==> config.mk <==
export PLATFORM = sky130hd
export DESIGN_NAME = trace_top
export DESIGN_NICKNAME = d
export VERILOG_FILES = /design/src/trace_pkg.sv /design/src/trace_beat_if.sv /design/src/trace_top.sv /design/src/trace_writer.sv /design/src/trace_encoder.sv /design/src/trace_header_gen.sv
export VERILOG_INCLUDE_DIRS = /design/src /design/src/src
export SDC_FILE = /design/constraint.sdc
export NUM_CORES = 1
export LEC_CHECK = 0
export ABC_AREA = 0
export BUFFER_PORTS_ARGS = -buffer_cell sky130_fd_sc_hd__buf_4
export CORE_MARGIN = 10
export CORE_UTILIZATION = 25
export DETAILED_ROUTE_END_ITERATION = 10
export PLACE_DENSITY = 0.53
export SLEW_MARGIN = 20
export SYNTH_ARGS = -nofsm -noshare
export SYNTH_HDL_FRONTEND = slang
export SYNTH_SLANG_ARGS = --single-unit
export TNS_END_PERCENT = 20
==> constraint.sdc <==
create_clock -name clk -period 7.4 [get_ports clk]
set_clock_uncertainty 0.05 [all_clocks]
set_input_delay 2.22 -clock clk [delete_from_list [all_inputs] [get_ports clk]]
set_output_delay 2.22 -clock clk [all_outputs]
set_load 0.01 [all_outputs]
==> src/trace_params.svh <==
`ifndef TRACE_PARAMS_SVH
`define TRACE_PARAMS_SVH

`default_nettype none

// Payload slot per channel.
`define TRACE_PAYLOAD_W 32
`define TRACE_HEADER_W 72

// Record is sent as beats, most significant beat first.
`define TRACE_BEAT_W 64
`define TRACE_BEATS 4

// Ring buffer in memory word addresses.
`define TRACE_ADDR_W 16
`define TRACE_BUF_BASE 16'h0100
`define TRACE_BUF_WORDS 32

`default_nettype wire

`endif
==> src/trace_pkg.sv <==
`default_nettype none

package trace_pkg;

    // Bit positions in the channel mask.
    typedef enum logic [2:0] {
        CH_AR = 3'd0,
        CH_AW = 3'd1,
        CH_W  = 3'd2,
        CH_R  = 3'd3,
        CH_B  = 3'd4
    } trace_chan_e;

    typedef enum logic {
        WR_IDLE = 1'b0,
        WR_PEND = 1'b1   // One write waiting for mem_ready.
    } wr_state_e;

    // 72-bit record header, top field first.
    typedef struct packed {
        logic [15:0] seq;
        logic [47:0] timestamp;
        logic [2:0]  pad;
        logic [4:0]  chan_mask;
    } trace_header_t;

endpackage

`default_nettype wire

==> src/trace_beat_if.sv <==
`timescale 1ns/1ps
`include "trace_params.svh"
`default_nettype none

interface trace_beat_if;

    logic                     valid;
    logic                     ready;
    logic [`TRACE_BEAT_W-1:0] data;
    logic                     last;   // Final beat of a record.

    modport source (
        output valid,
        output data,
        output last,
        input  ready
    );

    modport sink (
        input  valid,
        input  data,
        input  last,
        output ready
    );

endinterface

`default_nettype wire

==> src/trace_top.sv <==
`timescale 1ns/1ps
`include "trace_params.svh"
`default_nettype none

module trace_top (
    input  wire                        clk,
    input  wire                        rst,
    input  wire                        trace_en,
    input  wire                        ar_valid,
    input  wire                        ar_ready,
    input  wire [`TRACE_PAYLOAD_W-1:0] ar_payload,
    input  wire                        aw_valid,
    input  wire                        aw_ready,
    input  wire [`TRACE_PAYLOAD_W-1:0] aw_payload,
    input  wire                        w_valid,
    input  wire                        w_ready,
    input  wire [`TRACE_PAYLOAD_W-1:0] w_payload,
    input  wire                        r_valid,
    input  wire                        r_ready,
    input  wire [`TRACE_PAYLOAD_W-1:0] r_payload,
    input  wire                        b_valid,
    input  wire                        b_ready,
    input  wire [`TRACE_PAYLOAD_W-1:0] b_payload,
    output logic                       mem_wr_en,
    output logic [`TRACE_ADDR_W-1:0]   mem_addr,
    output logic [`TRACE_BEAT_W-1:0]   mem_wr_data,
    input  wire                        mem_ready,
    output logic [15:0]                record_count,
    output logic [15:0]                drop_count
);

    import trace_pkg::*;

    trace_header_t header;
    logic          capture;

    trace_beat_if beat_bus ();

    trace_header_gen u_header_gen (
        .clk     (clk),
        .rst     (rst),
        .capture (capture),
        .header  (header)
    );

    trace_encoder u_encoder (
        .clk        (clk),
        .rst        (rst),
        .trace_en   (trace_en),
        .ar_valid   (ar_valid),
        .ar_ready   (ar_ready),
        .aw_valid   (aw_valid),
        .aw_ready   (aw_ready),
        .w_valid    (w_valid),
        .w_ready    (w_ready),
        .r_valid    (r_valid),
        .r_ready    (r_ready),
        .b_valid    (b_valid),
        .b_ready    (b_ready),
        .ar_payload (ar_payload),
        .aw_payload (aw_payload),
        .w_payload  (w_payload),
        .r_payload  (r_payload),
        .b_payload  (b_payload),
        .header     (header),
        .capture    (capture),
        .drop_count (drop_count),
        .beat_out   (beat_bus.source)
    );

    trace_writer u_writer (
        .clk          (clk),
        .rst          (rst),
        .beat_in      (beat_bus.sink),
        .mem_wr_en    (mem_wr_en),
        .mem_addr     (mem_addr),
        .mem_wr_data  (mem_wr_data),
        .mem_ready    (mem_ready),
        .record_count (record_count)
    );

endmodule

`default_nettype wire

==> src/trace_writer.sv <==
`timescale 1ns/1ps
`include "trace_params.svh"
`default_nettype none

module trace_writer (
    input  wire                      clk,
    input  wire                      rst,
    trace_beat_if.sink               beat_in,
    output logic                     mem_wr_en,
    output logic [`TRACE_ADDR_W-1:0] mem_addr,
    output logic [`TRACE_BEAT_W-1:0] mem_wr_data,
    input  wire                      mem_ready,
    output logic [15:0]              record_count
);

    import trace_pkg::*;

    localparam int OFF_W = $clog2(`TRACE_BUF_WORDS);

    wr_state_e        state;
    logic             last_q;
    logic [OFF_W-1:0] offset;
    logic             accept;
    logic             done;

    // A pending write that completes this edge frees the slot.
    assign beat_in.ready = (state == WR_IDLE) || mem_ready;
    assign accept        = beat_in.valid && beat_in.ready;
    assign done          = (state == WR_PEND) && mem_ready;

    always_ff @(posedge clk) begin
        if (rst) begin
            state <= WR_IDLE;
        end else if (accept) begin
            state <= WR_PEND;
        end else if (done) begin
            state <= WR_IDLE;
        end
    end

    always_ff @(posedge clk) begin
        if (accept) begin
            mem_wr_data <= beat_in.data;
            last_q      <= beat_in.last;
        end
    end

    always_ff @(posedge clk) begin
        if (rst) begin
            offset       <= '0;
            record_count <= '0;
        end else if (done) begin
            if (offset == OFF_W'(`TRACE_BUF_WORDS - 1)) begin
                offset <= '0;   // Wrap to the ring base.
            end else begin
                offset <= offset + 1'b1;
            end
            if (last_q) begin
                record_count <= record_count + 16'd1;
            end
        end
    end

    assign mem_wr_en = (state == WR_PEND);
    assign mem_addr  = `TRACE_BUF_BASE + `TRACE_ADDR_W'(offset);

endmodule

`default_nettype wire

==> src/trace_encoder.sv <==
`timescale 1ns/1ps
`include "trace_params.svh"
`default_nettype none

module trace_encoder (
    input  wire                          clk,
    input  wire                          rst,
    input  wire                          trace_en,
    input  wire                          ar_valid,
    input  wire                          ar_ready,
    input  wire                          aw_valid,
    input  wire                          aw_ready,
    input  wire                          w_valid,
    input  wire                          w_ready,
    input  wire                          r_valid,
    input  wire                          r_ready,
    input  wire                          b_valid,
    input  wire                          b_ready,
    input  wire [`TRACE_PAYLOAD_W-1:0]   ar_payload,
    input  wire [`TRACE_PAYLOAD_W-1:0]   aw_payload,
    input  wire [`TRACE_PAYLOAD_W-1:0]   w_payload,
    input  wire [`TRACE_PAYLOAD_W-1:0]   r_payload,
    input  wire [`TRACE_PAYLOAD_W-1:0]   b_payload,
    input  wire trace_pkg::trace_header_t header,
    output logic                         capture,
    output logic [15:0]                  drop_count,
    trace_beat_if.source                 beat_out
);

    import trace_pkg::*;

    localparam int REC_W = `TRACE_BEATS * `TRACE_BEAT_W;
    localparam int PAD_W = REC_W - `TRACE_HEADER_W - 5 * `TRACE_PAYLOAD_W;
    localparam int CNT_W = $clog2(`TRACE_BEATS + 1);
    localparam int IDX_W = $clog2(`TRACE_BEATS);

    logic [4:0]                  fire;
    logic                        evt;
    logic                        busy;
    logic [CNT_W-1:0]            beat_cnt;
    logic [IDX_W-1:0]            beat_idx;
    trace_header_t               hdr_q;
    logic [`TRACE_PAYLOAD_W-1:0] ar_q;
    logic [`TRACE_PAYLOAD_W-1:0] aw_q;
    logic [`TRACE_PAYLOAD_W-1:0] w_q;
    logic [`TRACE_PAYLOAD_W-1:0] r_q;
    logic [`TRACE_PAYLOAD_W-1:0] b_q;
    logic [`TRACE_BEATS-1:0][`TRACE_BEAT_W-1:0] record;

    // Handshake per channel.
    always_comb begin
        fire = '0;
        fire[CH_AR] = ar_valid & ar_ready;
        fire[CH_AW] = aw_valid & aw_ready;
        fire[CH_W]  = w_valid & w_ready;
        fire[CH_R]  = r_valid & r_ready;
        fire[CH_B]  = b_valid & b_ready;
    end

    assign evt     = trace_en & (|fire);
    assign busy    = (beat_cnt != '0);
    assign capture = evt & ~busy;

    always_ff @(posedge clk) begin
        if (rst) begin
            beat_cnt <= '0;
        end else if (capture) begin
            beat_cnt <= CNT_W'(`TRACE_BEATS);
        end else if (beat_out.valid && beat_out.ready) begin
            beat_cnt <= beat_cnt - 1'b1;
        end
    end

    // Channels that did not fire carry a zero slot.
    always_ff @(posedge clk) begin
        if (capture) begin
            hdr_q <= '{
                seq:       header.seq,
                timestamp: header.timestamp,
                pad:       3'b000,
                chan_mask: fire
            };
            ar_q <= fire[CH_AR] ? ar_payload : '0;
            aw_q <= fire[CH_AW] ? aw_payload : '0;
            w_q  <= fire[CH_W]  ? w_payload  : '0;
            r_q  <= fire[CH_R]  ? r_payload  : '0;
            b_q  <= fire[CH_B]  ? b_payload  : '0;
        end
    end

    // One drop per event cycle, however many channels fired.
    always_ff @(posedge clk) begin
        if (rst) begin
            drop_count <= '0;
        end else if (evt && busy) begin
            drop_count <= drop_count + 16'd1;
        end
    end

    assign record = {{PAD_W{1'b0}}, hdr_q, ar_q, aw_q, w_q, r_q, b_q};

    // Counter runs 4..1, so the top word goes out first.
    assign beat_idx       = IDX_W'(beat_cnt - 1'b1);
    assign beat_out.valid = busy;
    assign beat_out.data  = record[beat_idx];
    assign beat_out.last  = (beat_cnt == CNT_W'(1));

endmodule

`default_nettype wire

==> src/trace_header_gen.sv <==
`timescale 1ns/1ps
`default_nettype none

module trace_header_gen (
    input  wire                      clk,
    input  wire                      rst,
    input  wire                      capture,
    output trace_pkg::trace_header_t header
);

    logic [47:0] ts_cnt;
    logic [15:0] seq_cnt;

    // Free running cycle count since reset.
    always_ff @(posedge clk) begin
        if (rst) begin
            ts_cnt <= '0;
        end else begin
            ts_cnt <= ts_cnt + 48'd1;
        end
    end

    always_ff @(posedge clk) begin
        if (rst) begin
            seq_cnt <= '0;
        end else if (capture) begin
            seq_cnt <= seq_cnt + 16'd1;   // Next record gets the next number.
        end
    end

    // Mask is filled in by the encoder.
    assign header = '{
        seq:       seq_cnt,
        timestamp: ts_cnt,
        pad:       3'b000,
        chan_mask: 5'b00000
    };

endmodule

`default_nettype wire

==> reports/qor.yml <==
finish:
  layoutNonFillerInstCount: 2340
  syn2layout_area_growth_pct: 27.1
  fin_nets: 1629
  drive_gt1_frac: 0.276
timing:
  min_period_ns: 4.85
  slew_headroom: 0.286
  grt_setup_unrepaired: "false"
  fin_crit_sh: 0.655
  setup_viol: 0
  tightest_slew_ns: 1.07
  setup_ws_ns: 2.55
  finalHoldViolCount: 0
  fmax_ghz: 0.206
  maxSlewViolCount: 0
  setup-tns-final_ns: 0
  hold_ws_ns: 0.407
synth:
  netlist_area_mm2: 0.0162
  synth.area.top_cells: "edfxtp_1, dfxtp_1, and3_1"
  ys_async_sr_fraction: 0
  ys_warn_count: 0
  synthFlopType: "edfxtp_1"
  syn_inst: 1184
  avgSynthCellArea_um2: 13.7
  synth_seq_cells: 399
  synth_edf_count: 294
  yosysTopAreaCell: "edfxtp_1"
  ys_types: 45
  yosys.area.top_type_share: 0.545
  ys_seq_area_frac: 0.674
clocking:
  cts_buffers: 44
  cts_setup_buffers: 0
  holdBufCountCts: 0
  htree_levels: 2
  cts_resized: 0
  cts_sinks: 399
  cts_tree: "built"
  cts_buffer_depth: 3
  cts_root_buffer: "clkbuf_16"
  clk-insertion-delay-late_ns: 0.59
  clkTransAtPathRegs_ns: 0.06
job:
  max_cap_violations: 0
global_routing:
  grt_usage: 0.121
  grt_max_degree: 155
  antenna_found_initial: 5
  grt_pass1_wl_um: 69900
  grt_overflow_total: 0
  grt_pass1_vias: 10900
worst_setup_path:
  reg2reg_setup_slack_ns: 3.16
  worstSetupEndpointType: "register"
  arrival_ns: 5.05
  crit_start: "w_valid"
  crit_required_ns: 7.60
  cp_slowest_cell: "inv_8"
  cpPeakStageDelay_ns: 0.78
  cpMostUsedCell: "buf_4"
  r2r-start: "u_encoder.beat_cnt[0]"
  path_cells: "buf_4, a222oi_1, a21o_1, inv_8, buf_4, buf_16"
  critPathBufInv: 4
  crit_fanout: 154
  critPathLaunchType: "input pin"
  path_class: "input pin to register"
  critPathTopFamily: "buffers and inverters"
floorplanning:
  start_util: 0.252
  die-area_mm2: 0.0754
  core_area_mm2: 0.0643
  ioPinCount: 287
  row_count: 93
  fp.dieH_um: 275
  die_x_um: 275
place:
  portBuffers: 275
  placedCellCount: 2254
  place.gp.congestion: 0.786
  post-dp-hpwl_um: 32300
  pre_cts_slack_ns: 1.77
drt:
  drtIter0Drc: 817
  routedWlPerCell_um: 20.1
  first_pass_iters: 7
  drc_errors: 0
  via_per_inst: 4.51
  wl_um: 46900
  num_vias: 10600
  antenna_left: 0
power_and_ir_drop:
  cellLeakagePower_uw: 0.00791
  ir_worst_vdd_mv: 0.213
  p_per_area_mw_per_mm2: 352
worst_hold_path:
  hp-class: "register to register"
  min_from: "u_header_gen.ts_cnt[35]"
status:
  outcome: "completed"
==> power by group <==
part           switching, uW  internal (uW)  total (uW)
clock                    949           1210        2150
combinational            998            751        1750
sequential               249           3090        3340
total                   2200           5050        7240
==> cell type report <==
type / count / area [um2]
well taps: 855 / 1070
multi-input cells: 706 / 4960
fillers: 6375 / 43800
diodes: 4 / 10.0
flip-flops and latches: 399 / 10900
repair buffers: 282 / 2140
clock buffers: 51 / 1150
clock inverters: 30 / 275
inverters: 13 / 56.3
==> worst register-to-register path, delay by kind of cell, from the launching register on <==
family,cells,cell delay [ns]
adders and majority gates,1,0.24
DFF,1,0.60
AOI/OAI and AO/OA,1,0.37
and+or+nand+nor,1,0.08
buffers and inverters,4,2.54
==> cell usage in the layout (no fill, tap or decap), types with 10 or more instances in the layout <==
cell,n
nand4_1,37
mux2i_1,28
xnor2_1,27
and3_1,170
nand3_1,36
buf_4,281
conb_1,11
clkinv_2,12
edfxtp_1,294
or3_1,14
o21ai_0,45
inv_1,12
dfxtp_1,104
and2_1,10
mux4_2,37
nor2_1,88
clkbuf_16,44
a21oi_1,25
nor3_1,13
xor2_1,49
nand2_1,59
==> sequential cells by signal, indices dropped and copies added (netlist names) <==
register and count:
u_encoder.w_q 32, u_writer.record_count 16, u_header_gen.ts_cnt 48, u_encoder.r_q 32
u_writer.mem_wr_en 1, u_encoder.b_q 32, u_writer.mem_wr_data 64, u_encoder.beat_cnt 3
u_encoder.hdr_q 69, u_encoder.ar_q 32, u_writer.last_q 1, u_encoder.drop_count 16
u_header_gen.seq_cnt 16, u_encoder.aw_q 32, u_writer.offset 5
==> cells by family after synthesis <==
kind of cell	Yosys count	synth area share
AOI/OAI and AO/OA	79	0.0258
adders and majority gates	9	0.00695
DFF	399	0.674
and+or+nand+nor	466	0.159
xor gates and xnor gates	76	0.0411
muxes	65	0.0687
other	2	0.000463
buffers and inverters	88	0.0236
==> worst paths after layout <==
check / to / cells past startpoint
worst max-delay path: u_encoder.hdr_q[27] / 6
worst min-delay path: u_encoder.hdr_q[43] / 0
worst max register to register: u_encoder.hdr_q[27] / 7
worst min register to register: u_encoder.hdr_q[43] / 0
==> metrics by stage <==
step	cell area (um2)	utilization	total power, uW
after floorplan	16200	-	4370
after global placement	19100	0.297	5160
after detailed placement	19100	0.297	5200
after CTS	20600	0.319	7390
after global routing	20600	0.320	7620
final	20600	0.320	7240
==> Yosys cell counts (all sizes together), types with 2 or more instances <==
| master | instances |
|---|---|
| or3 | 14 |
| nor2b | 6 |
| a21oi | 26 |
| and4 | 9 |
| and3 | 170 |
| ha | 9 |
| nand3 | 38 |
| mux4 | 37 |
| nor3 | 18 |
| and2 | 10 |
| mux2i | 28 |
| xnor2 | 27 |
| dfxtp | 105 |
| edfxtp | 294 |
| nand4 | 40 |
| nand2 | 60 |
| nor4 | 5 |
| clkbuf | 53 |
| nor2 | 88 |
| xor2 | 49 |
| o21ai | 45 |
| inv | 13 |
| or4 | 3 |
| conb | 2 |
| o31ai | 2 |
| buf | 22 |
==> layer usage <==
metal  GRT usage  part of all wire
met4      0.0343             0.023
met3      0.0286             0.059
met1       0.158              0.44
met5           0                 0
met2       0.197              0.48
(Power assumes the default switching activity.)
